==> src/hdl/jpeg_dht_pkg.sv <==
/* Sizes and types shared by the DHT table unit:
   code length limits, table index, length index and the selector byte view */
package jpeg_dht_pkg;

    // ------------------------------------------------------------------
    // Limits fixed by baseline JPEG
    // ------------------------------------------------------------------

    // Longest Huffman code, in bits
    localparam int DHT_MAX_LEN    = 16;

    // Width of a stored code and of the lookup window
    localparam int DHT_CODE_W     = 16;

    // Luma DC, luma AC, chroma DC, chroma AC
    localparam int DHT_NUM_TABLES = 4;

    // ------------------------------------------------------------------
    // Types
    // ------------------------------------------------------------------

    // 0 luma DC, 1 luma AC, 2 chroma DC, 3 chroma AC
    typedef logic [1:0] dht_tbl_t;

    // Code length minus one, 0 means a 1-bit code
    typedef logic [3:0] dht_len_t;

    // First byte of each table in the DHT segment
    // nib[1] is the class (0 DC, 1 AC), nib[0] the destination id
    typedef union packed
    {
        logic [7:0]      raw;
        logic [1:0][3:0] nib;
    } dht_sel_u;

endpackage

==> src/hdl/dht_wr_if.sv <==
/* Code range write path from the DHT parser to the code table */
`timescale 1ns/1ps

interface dht_wr_if #(
    parameter int VALUE_ADDR_W = 10
);

    // One entry per cycle, taken by the table without a handshake
    logic                                   wr_valid;
    jpeg_dht_pkg::dht_tbl_t                 tbl;
    jpeg_dht_pkg::dht_len_t                 len;
    logic [jpeg_dht_pkg::DHT_CODE_W-1:0]    min_code;
    logic [jpeg_dht_pkg::DHT_CODE_W-1:0]    max_code;

    // First value slot of this length
    logic [VALUE_ADDR_W-1:0]                ptr;

    modport parser
    (
        output wr_valid, tbl, len, min_code, max_code, ptr
    );

    // Named code_tbl since "table" is a reserved word
    modport code_tbl
    (
        input  wr_valid, tbl, len, min_code, max_code, ptr
    );

endinterface

==> src/hdl/dht_code_table.sv <==
/* Code range store for the four tables, shortest-length matcher
   and value address generation for the lookup path */
`timescale 1ns/1ps

module dht_code_table #(
    parameter int VALUE_ADDR_W = 10
) (
    input  logic                                clk_i,
    input  logic                                rst_i,
    dht_wr_if.code_tbl                          wr,
    input  logic                                lookup_req_i,
    input  jpeg_dht_pkg::dht_tbl_t              lookup_table_i,
    input  logic [jpeg_dht_pkg::DHT_CODE_W-1:0] lookup_input_i,
    output logic                                rd_valid_o,
    output logic [VALUE_ADDR_W-1:0]             rd_addr_o,
    output jpeg_dht_pkg::dht_len_t              rd_width_o
);

    localparam int NUM_TBL = jpeg_dht_pkg::DHT_NUM_TABLES;
    localparam int MAX_LEN = jpeg_dht_pkg::DHT_MAX_LEN;
    localparam int CODE_W  = jpeg_dht_pkg::DHT_CODE_W;

    // Per table and per length: first code, one past last code, first slot
    logic [CODE_W-1:0]          min_q [NUM_TBL][MAX_LEN];
    logic [CODE_W-1:0]          max_q [NUM_TBL][MAX_LEN];
    logic [VALUE_ADDR_W-1:0]    ptr_q [NUM_TBL][MAX_LEN];

    // ------------------------------------------------------------------
    // Range store
    // ------------------------------------------------------------------
    always_ff @(posedge clk_i)
    begin
        if (rst_i)
        begin
            for (int t = 0; t < NUM_TBL; t++)
            begin
                for (int l = 0; l < MAX_LEN; l++)
                begin
                    min_q[t][l] <= '0;
                    max_q[t][l] <= '0;
                    ptr_q[t][l] <= '0;
                end
            end
        end
        else if (wr.wr_valid)
        begin
            min_q[wr.tbl][wr.len] <= wr.min_code;
            max_q[wr.tbl][wr.len] <= wr.max_code;
            ptr_q[wr.tbl][wr.len] <= wr.ptr;
        end
    end

    // ------------------------------------------------------------------
    // Stage 1: match the shortest length
    // ------------------------------------------------------------------
    logic [CODE_W-1:0]          prefix_r;
    jpeg_dht_pkg::dht_len_t     width_r;

    // Walk from longest to shortest so the shortest hit wins
    always_comb
    begin
        width_r  = jpeg_dht_pkg::dht_len_t'(MAX_LEN - 1);
        prefix_r = '0;
        for (int l = MAX_LEN - 1; l >= 0; l--)
        begin
            prefix_r = lookup_input_i >> (MAX_LEN - 1 - l);
            if (prefix_r < max_q[lookup_table_i][l])
                width_r = jpeg_dht_pkg::dht_len_t'(l);
        end
    end

    logic                       valid_q;
    jpeg_dht_pkg::dht_len_t     width_q;
    jpeg_dht_pkg::dht_tbl_t     tbl_q;
    logic [CODE_W-1:0]          win_q;

    always_ff @(posedge clk_i)
    begin
        if (rst_i)
            valid_q <= 1'b0;
        else
            valid_q <= lookup_req_i;
    end

    // Window is held per request so two lookups can overlap
    always_ff @(posedge clk_i)
    begin
        if (lookup_req_i)
        begin
            width_q <= width_r;
            tbl_q   <= lookup_table_i;
            win_q   <= lookup_input_i;
        end
    end

    // ------------------------------------------------------------------
    // Stage 2: value address
    // ------------------------------------------------------------------
    logic [CODE_W-1:0]  code_r;
    logic [CODE_W-1:0]  addr_r;

    always_comb
    begin
        // Right-align the matched prefix
        code_r = win_q >> (MAX_LEN - 1 - int'(width_q));
        addr_r = code_r - min_q[tbl_q][width_q] + CODE_W'(ptr_q[tbl_q][width_q]);
    end

    assign rd_valid_o = valid_q;
    assign rd_addr_o  = addr_r[VALUE_ADDR_W-1:0];
    assign rd_width_o = width_q;

endmodule

==> src/flat_wrapper.sv <==
// flat-port wrapper written by rule: the top's interface ports become plain ports
module dht_code_table_flat 
#(
    parameter int VALUE_ADDR_W = 10
)
  (clk_i, rst_i, lookup_req_i, lookup_table_i, lookup_input_i, rd_valid_o, rd_addr_o, rd_width_o, wr_wr_valid, wr_tbl, wr_len, wr_min_code, wr_max_code, wr_ptr);
  dht_wr_if #(.VALUE_ADDR_W(VALUE_ADDR_W)) wr_i ();
  input  logic clk_i;
  input  logic rst_i;
  input  logic lookup_req_i;
  input  jpeg_dht_pkg::dht_tbl_t lookup_table_i;
  input  logic [jpeg_dht_pkg::DHT_CODE_W-1:0] lookup_input_i;
  output logic rd_valid_o;
  output logic [VALUE_ADDR_W-1:0] rd_addr_o;
  output jpeg_dht_pkg::dht_len_t rd_width_o;
  input wire logic [$bits(wr_i.wr_valid)-1:0] wr_wr_valid;
  input wire logic [$bits(wr_i.tbl)-1:0] wr_tbl;
  input wire logic [$bits(wr_i.len)-1:0] wr_len;
  input wire logic [$bits(wr_i.min_code)-1:0] wr_min_code;
  input wire logic [$bits(wr_i.max_code)-1:0] wr_max_code;
  input wire logic [$bits(wr_i.ptr)-1:0] wr_ptr;
  assign wr_i.wr_valid = wr_wr_valid;
  assign wr_i.tbl = wr_tbl;
  assign wr_i.len = wr_len;
  assign wr_i.min_code = wr_min_code;
  assign wr_i.max_code = wr_max_code;
  assign wr_i.ptr = wr_ptr;
  dht_code_table #(.VALUE_ADDR_W(VALUE_ADDR_W)) u_core (.clk_i(clk_i), .rst_i(rst_i), .wr(wr_i), .lookup_req_i(lookup_req_i), .lookup_table_i(lookup_table_i), .lookup_input_i(lookup_input_i), .rd_valid_o(rd_valid_o), .rd_addr_o(rd_addr_o), .rd_width_o(rd_width_o));
endmodule
==> config.mk <==
export PLATFORM = sky130hd
export DESIGN_NAME = dht_code_table_flat
export DESIGN_NICKNAME = d
export VERILOG_FILES = /design/src/hdl/jpeg_dht_pkg.sv /design/src/hdl/dht_wr_if.sv /design/src/hdl/dht_code_table.sv /design/src/flat_wrapper.sv
export SDC_FILE = /design/constraint.sdc
export NUM_CORES = 2
export LEC_CHECK = 0
export ABC_CLOCK_PERIOD_IN_PS = 5950
export BUFFER_PORTS_ARGS = -buffer_cell sky130_fd_sc_hd__buf_2
export CELL_PAD_IN_SITES_DETAIL_PLACEMENT = 0
export CELL_PAD_IN_SITES_GLOBAL_PLACEMENT = 1
export CORE_ASPECT_RATIO = 0.7
export CORE_UTILIZATION = 25
export DETAILED_ROUTE_END_ITERATION = 8
export PLACE_DENSITY_LB_ADDON = 0.1
export SYNTH_ARGS = -nofsm -noshare
export SYNTH_HDL_FRONTEND = slang
export SYNTH_SLANG_ARGS = --single-unit
==> constraint.sdc <==
create_clock -name clk_i -period 5.95 [get_ports clk_i]
set_input_delay 1.19 -clock clk_i [delete_from_list [all_inputs] [get_ports clk_i]]
set_output_delay 1.19 -clock clk_i [all_outputs]
set_load 0.01 [all_outputs]
==> results.md <==
- For this run, the post-layout net count is 6983.
- In the finished design, the share of the clock period the worst path needs comes to 1.16.
- The first-pass GRT wire length is 526 mm.
- Counting every net in the synthesized netlist gives 6793.
- The detail route stage leaves a number of antenna-violating nets equal to 0.
- The setup TNS is -5420 ps.
- The clock period minus worst slack is 6930 ps.
- The least setup slack across all paths after layout is -981 ps.
- For the worst setup path, the data required time is 4760 ps.
- For this design, the CTS-stage hold fixing added 0 buffers.
- Setup repair after global routing could not meet its margin everywhere.
- The global route total overflow is 0.
- TritonCTS built the clock tree.
- The final hold violation count is 0.
- The final-report max-slew violation count was 0.
- At the pin with the least slew margin, the transition time is 1140 ps.
- Data arrives at the worst endpoint at 5740 ps.
- Entering global routing, the biggest net connects 65 pins.
- In this run, the number of DRC markers left after iteration 0 of detailed routing was 5608.
- The final reports fail on negative setup slack.
- The total routing usage reported by global routing is 0.184.
- The top flip-flop cell by instance count after synthesis is sky130_fd_sc_hd__edfxtp_1.
- The standard cell with the maximum stage delay on the critical path is sky130_fd_sc_hd__mux4_2.
- In the final routed layout, each cell accounts on average for 31.0 um.
- The run finished, with violations left.
- Counting the buffers created by CTS gives 248.
- The critical setup path kind is register to output port.
- The floorplan step defined a die boundary enclosing 413000 um2.
- For this run, design rule violations remaining after detail routing come to 0.
- The signal on the critical path passes through buf_12 -> buf_16 -> buf_12 -> buf_16 -> buf_12 -> buf_16 -> mux4_2 -> mux4_2 -> mux4_2 -> inv_2 -> fa_1 -> inv_2 -> ha_4 -> buf_6 -> o21ai_2 -> nand2b_1 -> a21o_1 -> a21oi_2 -> xnor2_2 -> buf_2.
- The count of input and output buffers is 78.
- The placed instance count is 11.9k.
- The die is 768 um wide.
- The number of unique standard cell types used by synthesis is 62.
- The number of enable-type register cells in the synthesized netlist is 2262.
- The min-delay analysis places its worst path in the category input pin to register.
- The initial core utilization is 0.252.
- The placed wire-length estimate is 231 mm.
- The number of global-route vias before repair was 58.3k.
- Summed over all layers, the routed wires come to 387 mm.
- STA classifies the critical path startpoint as a register.
- The finished layout holds 12.5k standard cells, fillers aside.
- The longest clock path from root to sink contains 4 buffers.
- For this run, the register share of the synthesized area comes to 0.662.
- At the end of routability-driven placement, the weighted congestion stood at 0.754.
- The Yosys warning count is 0.
- The number of placement rows is 196.
- In the synthesized netlist the async set-or-reset flop fraction comes to 0.
- The worst pin sits at a relative slew slack of 0.238.
- The number of clock sinks is 2265.
- The die height is 538 um.
- The standby leakage power is 41.5 nW.
- The average instance area after synthesis is 15.6 um2.
- For this run, the top clock speed supported by timing is 0.144 GHz.
- The via count normalized by instance count is 4.57.
- IR analysis of the VDD net gives a maximum drop of 252 uV.
- The number of antenna violations at the first check in global routing is 94.
- In this run, synthesis produced a sequential element count of 2265.
- For this design the ratio of total power to cell area is 321 nW/um2.
- The routed layout has 57.0k vias.
- The peak per-stage delay on the critical path is 660 ps.
- The H-tree generated during clock tree synthesis spans 4 levels.
- The clock reaches the later pin of the worst-skew pair after 920 ps.
- The endpoint kind of the worst setup timing path is an output port.
- In this run the clock root is driven by a sky130_fd_sc_hd__clkbuf_16.
- In this run the worst path has a maximum fanout of 7.
- Pin placement for this block handled 85 I/O pins.
- Before antenna repair, the detailed router went through 5 iterations.
- Compared with the post-synthesis result, the final layout area differs by 17.6%.
- The setup violation total in the final timing report is 9.
- After clock tree synthesis, the clock-pin slew on the worst setup and hold paths is 70 ps.
- In the final layout, the share of cells above drive strength 1 is 0.226.
- Max-cap violations in this run came to 0.
- The cell area after synthesis is 103000 um2.
- Synthesis produced a netlist whose cell count is 6599.
- On the final layout, the worst clock skew is 29.4 ps.
- The core footprint is 408000 um2.
==> critical path, delay by kind of cell, from the launching register on <==
kind                       cells  cell delay (ps)
AOI/OAI and AO/OA              3              450
xor gates and xnor gates       1              190
adders and majority gates      2              640
buffers and inverters         10             1260
DFF                            1              380
muxes                          3             1740
and+or+nand+nor                1              100
==> per-layer routing <==
layer | routed length, um | vias to the layer above | global-route usage
met5 | 0 | - | 0
met4 | 6650 | 0 | 0.0341
met3 | 19800 | 359 | 0.0253
met2 | 175000 | 1575 | 0.289
met1 | 186000 | 30548 | 0.273
li1 | - | 24567 | -
==> metrics by stage <==
stage          setup slack [ps]  utilization  power, mW  hold slack, ps  cell area (um2)
3_5_place_dp               -542        0.274       23.2             533           112000
3_3_place_gp               -703        0.274       23.2             545           112000
4_1_cts                   -1090        0.295       39.3             328           121000
5_1_grt                   -1120        0.296       40.1             369           121000
2_1_floorplan              3.11            -       20.8             449           103000
6_report                   -981        0.296       38.8             438           121000
==> layout by cell type (no fill, tap or decap), types with 58 or more instances in the layout <==
master                         n
sky130_fd_sc_hd__buf_12       78
sky130_fd_sc_hd__or2_2        60
sky130_fd_sc_hd__ha_1        107
sky130_fd_sc_hd__nor4_1       82
sky130_fd_sc_hd__clkinv_1     62
sky130_fd_sc_hd__clkinv_2     58
sky130_fd_sc_hd__inv_1       133
sky130_fd_sc_hd__mux4_2      534
sky130_fd_sc_hd__buf_4       346
sky130_fd_sc_hd__clkbuf_16   252
sky130_fd_sc_hd__and2_1     2243
sky130_fd_sc_hd__nand2_1      74
sky130_fd_sc_hd__edfxtp_1   2262
==> power breakdown <==
| part | internal [mW] | switching [mW] | leakage, nW |
|---|---|---|---|
| logic | 1.89 | 2.70 | 16.2 |
| clock network | 8.68 | 6.90 | 3.84 |
| registers | 18.3 | 0.247 | 21.5 |
==> repair_timing <==
item | CTS | global route
pin swaps | 26 | 13
cloned | 6 | 0
gates resized for setup | 87 | 16
endpoints found under the setup margin | 10 | 9
buffers inserted | 47 | 15
==> cell usage after synthesis, types with 13 or more instances <==
library cell	n	area (um2)
sky130_fd_sc_hd__nand2_1	75	282
sky130_fd_sc_hd__buf_1	47	176
sky130_fd_sc_hd__buf_2	68	340
sky130_fd_sc_hd__nor2b_1	17	106
sky130_fd_sc_hd__a21oi_1	47	235
sky130_fd_sc_hd__or2_2	67	419
sky130_fd_sc_hd__and2_1	2243	14000
sky130_fd_sc_hd__nand3_1	38	190
sky130_fd_sc_hd__nor3_1	21	105
sky130_fd_sc_hd__or4_1	13	97.6
sky130_fd_sc_hd__nand4_1	15	93.8
sky130_fd_sc_hd__edfxtp_1	2262	67900
sky130_fd_sc_hd__clkbuf_1	452	1700
sky130_fd_sc_hd__ha_1	115	1440
sky130_fd_sc_hd__inv_1	144	541
sky130_fd_sc_hd__mux2i_1	25	250
sky130_fd_sc_hd__mux4_2	534	12000
sky130_fd_sc_hd__nor4_1	82	513
sky130_fd_sc_hd__o211ai_1	13	97.6
sky130_fd_sc_hd__nor2_1	118	443
sky130_fd_sc_hd__o21ai_0	31	155
sky130_fd_sc_hd__a21o_1	15	113
==> flip-flops by register name (all words and copies together), names as in the netlist, named ones only <==
register and flops:
u_core.win_q 16, u_core.ptr_q 640, u_core.min_q 640, u_core.tbl_q 2
u_core.rd_width_o 4, u_core.max_q 960, u_core.rd_valid_o 1
==> layout make-up <==
type	instances	area [um2]
Fill cell	40369	287000
Antenna cell	48	120
Clock inverter	158	1360
Sequential cell	2265	68000
Clock buffer	295	6470
Inverter	144	543
Tap cell	5445	6810
Timing Repair Buffer	519	5130
Multi-Input combinational cell	3611	32400
==> cell families after synthesis <==
logic type,Yosys count,share of synthesized area
mux,569,0.121
compound gates,181,0.0114
flops,2265,0.662
fa+ha+maj,124,0.0158
buf+inv,723,0.0279
simple gates,2728,0.161
xor+xnor,9,0.000902
==> worst paths after layout <==
kind	slack, ps	endpoint	cells after the start	from
worst max-delay path	-980	rd_addr_o[8]	20	register
worst min-delay path	440	u_core.win_q[0]$_DFFE_PP_	1	lookup_input_i[0]
worst max register to register	2320	u_core.rd_width_o[1]$_SDFFCE_PP0P_	12	u_core.max_q[2][53]$_SDFFCE_PN0P_
worst min register to register	550	register	1	u_core.tbl_q[1]$_DFFE_PP_
(Power assumes the default switching activity.)
