--- config.mk ---
export PLATFORM = sky130hd
export DESIGN_NAME = dht_segment_parser_flat
export DESIGN_NICKNAME = d
export VERILOG_FILES = /design/src/hdl/jpeg_dht_pkg.sv /design/src/hdl/dht_wr_if.sv /design/src/hdl/dht_segment_parser.sv /design/src/flat_wrapper.sv
export SDC_FILE = /design/constraint.sdc
export NUM_CORES = 1
export LEC_CHECK = 0
export ABC_AREA = 1
export BUFFER_PORTS_ARGS = -buffer_cell sky130_fd_sc_hd__buf_2
export CORE_ASPECT_RATIO = 0.5
export CORE_MARGIN = 4
export CORE_UTILIZATION = 25
export CTS_CLUSTER_DIAMETER = 40
export CTS_CLUSTER_SIZE = 12
export DETAILED_ROUTE_END_ITERATION = 10
export GPL_TIMING_DRIVEN = 0
export PLACE_DENSITY = 0.49
export SLEW_MARGIN = 15
export SYNTH_ARGS = -nofsm -noshare
export SYNTH_HDL_FRONTEND = slang
export SYNTH_SLANG_ARGS = --single-unit
--- constraint.sdc ---
create_clock -name clk_i -period 3.1 [get_ports clk_i]
set_clock_uncertainty 0.05 [all_clocks]
set_input_delay 0.31 -clock clk_i [delete_from_list [all_inputs] [get_ports clk_i]]
set_output_delay 0.31 -clock clk_i [all_outputs]
set_load 0.01 [all_outputs]
--- src/hdl/jpeg_dht_pkg.sv ---
/* Sizes and types shared by the DHT table unit:
   code length limits, table index, length index and the selector byte view */
package jpeg_dht_pkg;

    // ------------------------------------------------------------------
    // Limits fixed by baseline JPEG
    // ------------------------------------------------------------------

    // Longest Huffman code, in bits
    localparam int DHT_MAX_LEN    = 16;

    // Width of a stored code and of the lookup window
    localparam int DHT_CODE_W     = 16;

    // Luma DC, luma AC, chroma DC, chroma AC
    localparam int DHT_NUM_TABLES = 4;

    // ------------------------------------------------------------------
    // Types
    // ------------------------------------------------------------------

    // 0 luma DC, 1 luma AC, 2 chroma DC, 3 chroma AC
    typedef logic [1:0] dht_tbl_t;

    // Code length minus one, 0 means a 1-bit code
    typedef logic [3:0] dht_len_t;

    // First byte of each table in the DHT segment
    // nib[1] is the class (0 DC, 1 AC), nib[0] the destination id
    typedef union packed
    {
        logic [7:0]      raw;
        logic [1:0][3:0] nib;
    } dht_sel_u;

endpackage

--- src/hdl/dht_wr_if.sv ---
/* Code range write path from the DHT parser to the code table */
`timescale 1ns/1ps

interface dht_wr_if #(
    parameter int VALUE_ADDR_W = 10
);

    // One entry per cycle, taken by the table without a handshake
    logic                                   wr_valid;
    jpeg_dht_pkg::dht_tbl_t                 tbl;
    jpeg_dht_pkg::dht_len_t                 len;
    logic [jpeg_dht_pkg::DHT_CODE_W-1:0]    min_code;
    logic [jpeg_dht_pkg::DHT_CODE_W-1:0]    max_code;

    // First value slot of this length
    logic [VALUE_ADDR_W-1:0]                ptr;

    modport parser
    (
        output wr_valid, tbl, len, min_code, max_code, ptr
    );

    // Named code_tbl since "table" is a reserved word
    modport code_tbl
    (
        input  wr_valid, tbl, len, min_code, max_code, ptr
    );

endinterface

--- src/hdl/dht_segment_parser.sv ---
/* DHT segment parser: walks selector, counts and symbols,
   generates canonical code ranges and allocates value slots */
`timescale 1ns/1ps

module dht_segment_parser #(
    parameter int VALUE_ADDR_W = 10
) (
    input  logic                    clk_i,
    input  logic                    rst_i,
    input  logic                    cfg_valid_i,
    input  logic [7:0]              cfg_data_i,
    input  logic                    cfg_last_i,
    output logic                    cfg_accept_o,
    dht_wr_if.parser                wr,
    output logic                    val_we_o,
    output logic [VALUE_ADDR_W-1:0] val_addr_o,
    output logic [7:0]              val_data_o
);

    localparam int MAX_LEN  = jpeg_dht_pkg::DHT_MAX_LEN;
    localparam int CODE_W   = jpeg_dht_pkg::DHT_CODE_W;
    localparam int LAST_LEN = MAX_LEN - 1;

    // Selector byte, then 16 counts, then symbols
    localparam logic [1:0] PH_SEL = 2'd0;
    localparam logic [1:0] PH_CNT = 2'd1;
    localparam logic [1:0] PH_SYM = 2'd2;

    logic [1:0]                 phase_q;
    jpeg_dht_pkg::dht_len_t     cnt_idx_q;
    jpeg_dht_pkg::dht_sel_u     sel_q;
    logic [7:0]                 count_q [MAX_LEN];
    logic [MAX_LEN-1:0]         has_q;
    logic [11:0]                total_q;
    logic [11:0]                seen_q;
    jpeg_dht_pkg::dht_len_t     len_q;
    logic [7:0]                 sym_j_q;
    logic [CODE_W-1:0]          code_q;
    logic [VALUE_ADDR_W-1:0]    alloc_q;

    logic                       fire_w;
    logic                       sym_fire_w;
    logic                       len_done_w;
    logic                       tbl_end_w;
    logic [11:0]                total_next_w;

    assign fire_w       = cfg_valid_i && cfg_accept_o;
    assign sym_fire_w   = fire_w && (phase_q == PH_SYM);
    assign len_done_w   = (sym_j_q + 8'd1) == count_q[len_q];
    assign tbl_end_w    = cfg_last_i || ((seen_q + 12'd1) == total_q);
    assign total_next_w = total_q + 12'(cfg_data_i);

    // Empty lengths are stepped over one per cycle with the byte held
    assign cfg_accept_o = (phase_q != PH_SYM) || has_q[len_q];

    // ------------------------------------------------------------------
    // Segment walk and canonical code generator
    // ------------------------------------------------------------------
    always_ff @(posedge clk_i)
    begin
        if (rst_i)
        begin
            phase_q   <= PH_SEL;
            cnt_idx_q <= '0;
            has_q     <= '0;
            total_q   <= '0;
            seen_q    <= '0;
            len_q     <= '0;
            sym_j_q   <= '0;
            code_q    <= '0;
            alloc_q   <= '0;
        end
        else
        begin
            // Slots are shared by all tables and never rewind
            if (sym_fire_w)
                alloc_q <= alloc_q + 1'b1;

            case (phase_q)
                PH_SEL:
                begin
                    if (fire_w && !cfg_last_i)
                    begin
                        phase_q   <= PH_CNT;
                        cnt_idx_q <= '0;
                        total_q   <= '0;
                    end
                end
                PH_CNT:
                begin
                    if (fire_w)
                    begin
                        has_q[cnt_idx_q] <= (cfg_data_i != 8'd0);
                        total_q          <= total_next_w;
                        cnt_idx_q        <= cnt_idx_q + 1'b1;
                        len_q            <= '0;
                        sym_j_q          <= '0;
                        code_q           <= '0;
                        seen_q           <= '0;
                        if (cfg_last_i)
                            phase_q <= PH_SEL;
                        else if (cnt_idx_q == LAST_LEN)
                            phase_q <= (total_next_w == 12'd0) ? PH_SEL : PH_SYM;
                    end
                end
                PH_SYM:
                begin
                    if (fire_w)
                    begin
                        seen_q <= seen_q + 12'd1;
                        if (tbl_end_w)
                            phase_q <= PH_SEL;
                        if (len_done_w)
                        begin
                            sym_j_q <= '0;
                            len_q   <= len_q + 1'b1;
                            code_q  <= (code_q + 1'b1) << 1;
                        end
                        else
                        begin
                            sym_j_q <= sym_j_q + 8'd1;
                            code_q  <= code_q + 1'b1;
                        end
                    end
                    else if (!cfg_accept_o)
                    begin
                        // Empty length, no codes of this size
                        len_q  <= len_q + 1'b1;
                        code_q <= code_q << 1;
                    end
                end
                default:
                    phase_q <= PH_SEL;
            endcase
        end
    end

    // Selector and counts
    always_ff @(posedge clk_i)
    begin
        if (fire_w && (phase_q == PH_SEL))
            sel_q.raw <= cfg_data_i;
        if (fire_w && (phase_q == PH_CNT))
            count_q[cnt_idx_q] <= cfg_data_i;
    end

    // ------------------------------------------------------------------
    // Range writes
    // ------------------------------------------------------------------

    // A count byte clears its length, so a reload leaves no stale range
    assign wr.wr_valid = (fire_w && (phase_q == PH_CNT)) || (sym_fire_w && (sym_j_q == 8'd0));
    assign wr.tbl      = {sel_q.nib[0][0], sel_q.nib[1][0]};
    assign wr.len      = (phase_q == PH_CNT) ? cnt_idx_q : len_q;
    assign wr.min_code = (phase_q == PH_CNT) ? '0 : code_q;
    assign wr.max_code = (phase_q == PH_CNT) ? '0 : code_q + CODE_W'(count_q[len_q]);
    assign wr.ptr      = alloc_q;

    // Symbol memory write
    assign val_we_o   = sym_fire_w;
    assign val_addr_o = alloc_q;
    assign val_data_o = cfg_data_i;

endmodule

--- src/flat_wrapper.sv ---
// flat-port wrapper written by rule: the top's interface ports become plain ports
module dht_segment_parser_flat 
#(
    parameter int VALUE_ADDR_W = 10
)
  (clk_i, rst_i, cfg_valid_i, cfg_data_i, cfg_last_i, cfg_accept_o, val_we_o, val_addr_o, val_data_o, wr_wr_valid, wr_tbl, wr_len, wr_min_code, wr_max_code, wr_ptr);
  dht_wr_if #(.VALUE_ADDR_W(VALUE_ADDR_W)) wr_i ();
  input  logic clk_i;
  input  logic rst_i;
  input  logic cfg_valid_i;
  input  logic [7:0] cfg_data_i;
  input  logic cfg_last_i;
  output logic cfg_accept_o;
  output logic val_we_o;
  output logic [VALUE_ADDR_W-1:0] val_addr_o;
  output logic [7:0] val_data_o;
  output wire logic [$bits(wr_i.wr_valid)-1:0] wr_wr_valid;
  output wire logic [$bits(wr_i.tbl)-1:0] wr_tbl;
  output wire logic [$bits(wr_i.len)-1:0] wr_len;
  output wire logic [$bits(wr_i.min_code)-1:0] wr_min_code;
  output wire logic [$bits(wr_i.max_code)-1:0] wr_max_code;
  output wire logic [$bits(wr_i.ptr)-1:0] wr_ptr;
  assign wr_wr_valid = wr_i.wr_valid;
  assign wr_tbl = wr_i.tbl;
  assign wr_len = wr_i.len;
  assign wr_min_code = wr_i.min_code;
  assign wr_max_code = wr_i.max_code;
  assign wr_ptr = wr_i.ptr;
  dht_segment_parser #(.VALUE_ADDR_W(VALUE_ADDR_W)) u_core (.clk_i(clk_i), .rst_i(rst_i), .cfg_valid_i(cfg_valid_i), .cfg_data_i(cfg_data_i), .cfg_last_i(cfg_last_i), .cfg_accept_o(cfg_accept_o), .wr(wr_i), .val_we_o(val_we_o), .val_addr_o(val_addr_o), .val_data_o(val_data_o));
endmodule
==> results by group <==
Synthesis
  – Xor-xnor portion of the synthesized cell area: 3.04%
  – Synth Area in Compound Gates: roughly a tenth
  – Largest family of logic cells by synthesized area: simple AND/OR/NAND/NOR gates
  – Synth Warn #: 0
  – Post-Syn Instances: 1450
  – Multiplexer area fraction after synthesis: 0%
  – #FFs+latches synth: between 200 and 250
  – Yosys cell types: 40
  – Syn Area/Cell: approximately 8 µm²
  – Post-Syn Nets: ~1500
  – Simple-gate portion of the synthesized area: between 20% and 30%
  – Register area share after synthesis: 48.5%
  – Adder-Cell Fraction of Synth Area: roughly 3.4%
  – Mapped Area: around 12000 µm²

Worst setup path
  – Crit path required time: between 2 and 3 ns
  – Worst Path Max Fanout: 10
  – R2R setup slack: roughly 0.27 ns
  – Worst EP arrival: 3.48 ns
  – Crit end category: output pin
  – Worst setup SP type: flip-flop
  – RR Startpoint: u_core.len_q[0]
  – Critical Setup Path Class: flip-flop to output pin
  – Worst r2r path cells: 13
  – RR Endpoint: u_core.count_q[2][7]

Clock network
  – TritonCTS Buffers: 34
  – Register clock-pin slew on the reported worst setup and hold paths: 0.06 ns
  – CTS H-tree lvls: 2
  – Clock latency on the worst-skew pair: about 0.52 ns
  – CTS tree: done
  – Max Root-Sink Buffers: 3
  – Root Buffer: clkbuf_16
  – CTS sink count: about 220

Routing
  – Vias/cell: around 4.5
  – Initial DRC count: between 500 and 600
  – Wire per inst: between 15 and 20 µm
  – Routed WL: 36300 µm
  – Drt drc: 0
  – Antenna viol nets, final: 0
  – Vias: slightly above 10000
  – Drt first pass iters: 5

Global routing
  – Vias in the first global route: slightly below 10000
  – GRT Util Overall: around 14%
  – Initial antenna violation count: 1
  – Grt ovf: 0
  – First-pass GRT wire length: between 50000 and 60000 µm
  – Pin count of the biggest net entering global routing: 21

Place
  – GPL Wtd Cong: about 0.84
  – IO Port Bufs: between 70 and 80
  – Placed Instance Area: approximately 13000 µm²
  – Post-Place Worst Slack: -0.842 ns
  – Placed cell count: ~2200
  – HPWL after DPL: 26000 µm

Timing
  – Final setup fails: 13
  – Max-slew violation count: 0
  – Ratio of final minimum period to clock period: 124%
  – Tmin final: just under 4 ns
  – Post-layout worst setup margin: -0.741 ns
  – Final Hold Fails: 0
  – Worst slew pin tran: a little over 0.8 ns
  – Slew HR: a little under half
  – Min Hold Slack: between 0.15 and 0.2 ns
  – Max Freq: 0.260 GHz
  – Setup TNS: -6.92 ns
  – RSZ-0062 raised after global routing: true

Final layout
  – Footprint of the multi-input gates: 5220 µm²
  – Layout cells sized above 1: between 10% and 20%
  – Finished Cell Area: 14700 µm²
  – Fin nets: ~1600
  – ANT cells: 0
  – Final std cells w/o fill: ~2200
  – Most frequent cells in the layout: nand2_1, inv_1, nand3_1
  – Sequential Area: 5670 µm²
  – Area delta synth->final: 25.7%
  – Layout Utilization: ~32%
  – Commonest non-fill, non-tap cell in the layout: nand2_1
  – Layout fillers: a little under 5000

Die
  – Initial core utilization: between 20% and 30%
  – Die Y: around 160 µm
  – Num rows: 55
  – Die W: between 300 and 400 µm
  – Core area: approximately 46000 µm²
  – Die area: about 50000 µm²
  – Boundary Pins: ~80

Min path
  – Min-Delay Startpoint: cfg_data_i[0]
  – Hold Crit Depth: 1
  – Hold WC Path Type: input pin to flip-flop
  – Hold endpoint: u_core.count_q[12][0]

Status
  – Status: complete, but fails checks
  – Violated checks: setup timing

Job
  – Maxcap violations: 0

Pwr
  – Tot Pwr: between 10 and 15 mW
  – Peak VDD IR: roughly 0.32 mV
  – Leakage: 6.10 nW
  – PwrDens: 700 nW/µm²
==> cell usage after synthesis (all sizes together) <==
library cell,number,area (µm²)
nor2,114,452
o21ai,78,390
nand3b,5,37.5
fa,2,40.0
nand4,13,81.3
o211a,2,20.0
xnor2,9,78.8
nor3,15,75.1
nor3b,2,15.0
clkbuf,21,78.8
inv,163,617
a21oi,114,571
xor2,29,254
a31oi,6,37.5
buf,58,399
dfxtp,88,1760
o21a,1,7.51
a211oi,8,60.1
nand3,152,766
nor4,8,50.1
a21o,1,7.51
edfxtp,130,3900
xnor3,1,22.5
or2,4,25.0
nand2,385,1480
o21bai,1,7.51
o211ai,11,82.6
ha,29,363
==> what timing repair did <==
action                                 4_1_cts  5_1_grt
endpoints found under the hold margin        0        0
setup endpoints to repair                   17       16
gates resized for setup                     91       37
buffers inserted                            20        7
pin swaps                                   19       30
hold buffers                                 0        0
==> state kept, by name, summed over array words and instances (netlist names), named ones only <==
signal	count
u_core.cnt_idx_q	4
u_core.code_q	16
u_core.count_q	128
u_core.has_q	16
u_core.len_q	4
u_core.phase_q	2
u_core.seen_q	12
u_core.sel_q	2
u_core.sym_j_q	8
u_core.total_q	12
u_core.val_addr_o	10
==> worst max path at each step <==
stage / startpoint / endpoint / cells after the start
finish: flip-flop / wr_max_code[4] / 23
global route: flip-flop / wr_max_code[12] / 22
CTS: flip-flop / wr_max_code[14] / 25
detailed placement: flip-flop / wr_max_code[14] / 25
global placement: flip-flop / wr_max_code[14] / 25
floorplan: flip-flop / wr_max_code[14] / 26
==> final cells by class <==
| class | instances | area share, % |
|---|---|---|
| repair buffers | 106 | 4.10 |
| plain buffers | 77 | 3.96 |
| inverters | 163 | 4.27 |
| flip-flops and latches | 218 | 38.6 |
| clock buffers | 38 | 6.32 |
| well taps | 627 | 5.34 |
| clock inverters | 23 | 1.83 |
| multi-input cells | 990 | 35.6 |
==> critical path, stage by stage, from the launching register on <==
cell	delay, ns
dfxtp_4	0.46
buf_6	0.21
nor2_1	0.06
nor2_1	0.07
o21ai_0	0.08
nand3_1	0.09
nand3_2	0.13
nand2_4	0.10
ha_4	0.13
inv_2	0.03
fa_2	0.33
inv_2	0.07
nand3_2	0.06
nand2_2	0.07
nand2_2	0.06
buf_4	0.13
buf_4	0.12
buf_4	0.12
buf_4	0.12
buf_4	0.12
buf_4	0.12
nand2_1	0.07
nor2_1	0.05
buf_2	0.13
==> routing by layer <==
layer | global-route usage (%) | vias to the layer above | wire length (µm) | part of all wire (%)
li1 | - | 5084 | - | -
met5 | 0 | - | 0 | 0
met3 | 1.96 | 45 | 1510 | 4.2
met2 | 23.8 | 198 | 17200 | 47
met4 | 3.59 | 0 | 568 | 1.6
met1 | 19.1 | 4825 | 17000 | 47
==> cells by family (layout without fill, tap and decap cells) <==
kind of cell    count (synthesis)  count (layout)
simple gates                  698             698
buf+inv                       242             407
compound gates                222             222
flops                         218             218
xor+xnor                       39              39
fa+ha+maj                      31              31
==> where the power goes <==
group	switching, mW	internal (mW)
registers	0.252	3.27
logic	1.73	1.02
clock network	1.48	2.52
No activity file was read; power rests on OpenSTA's default activity.
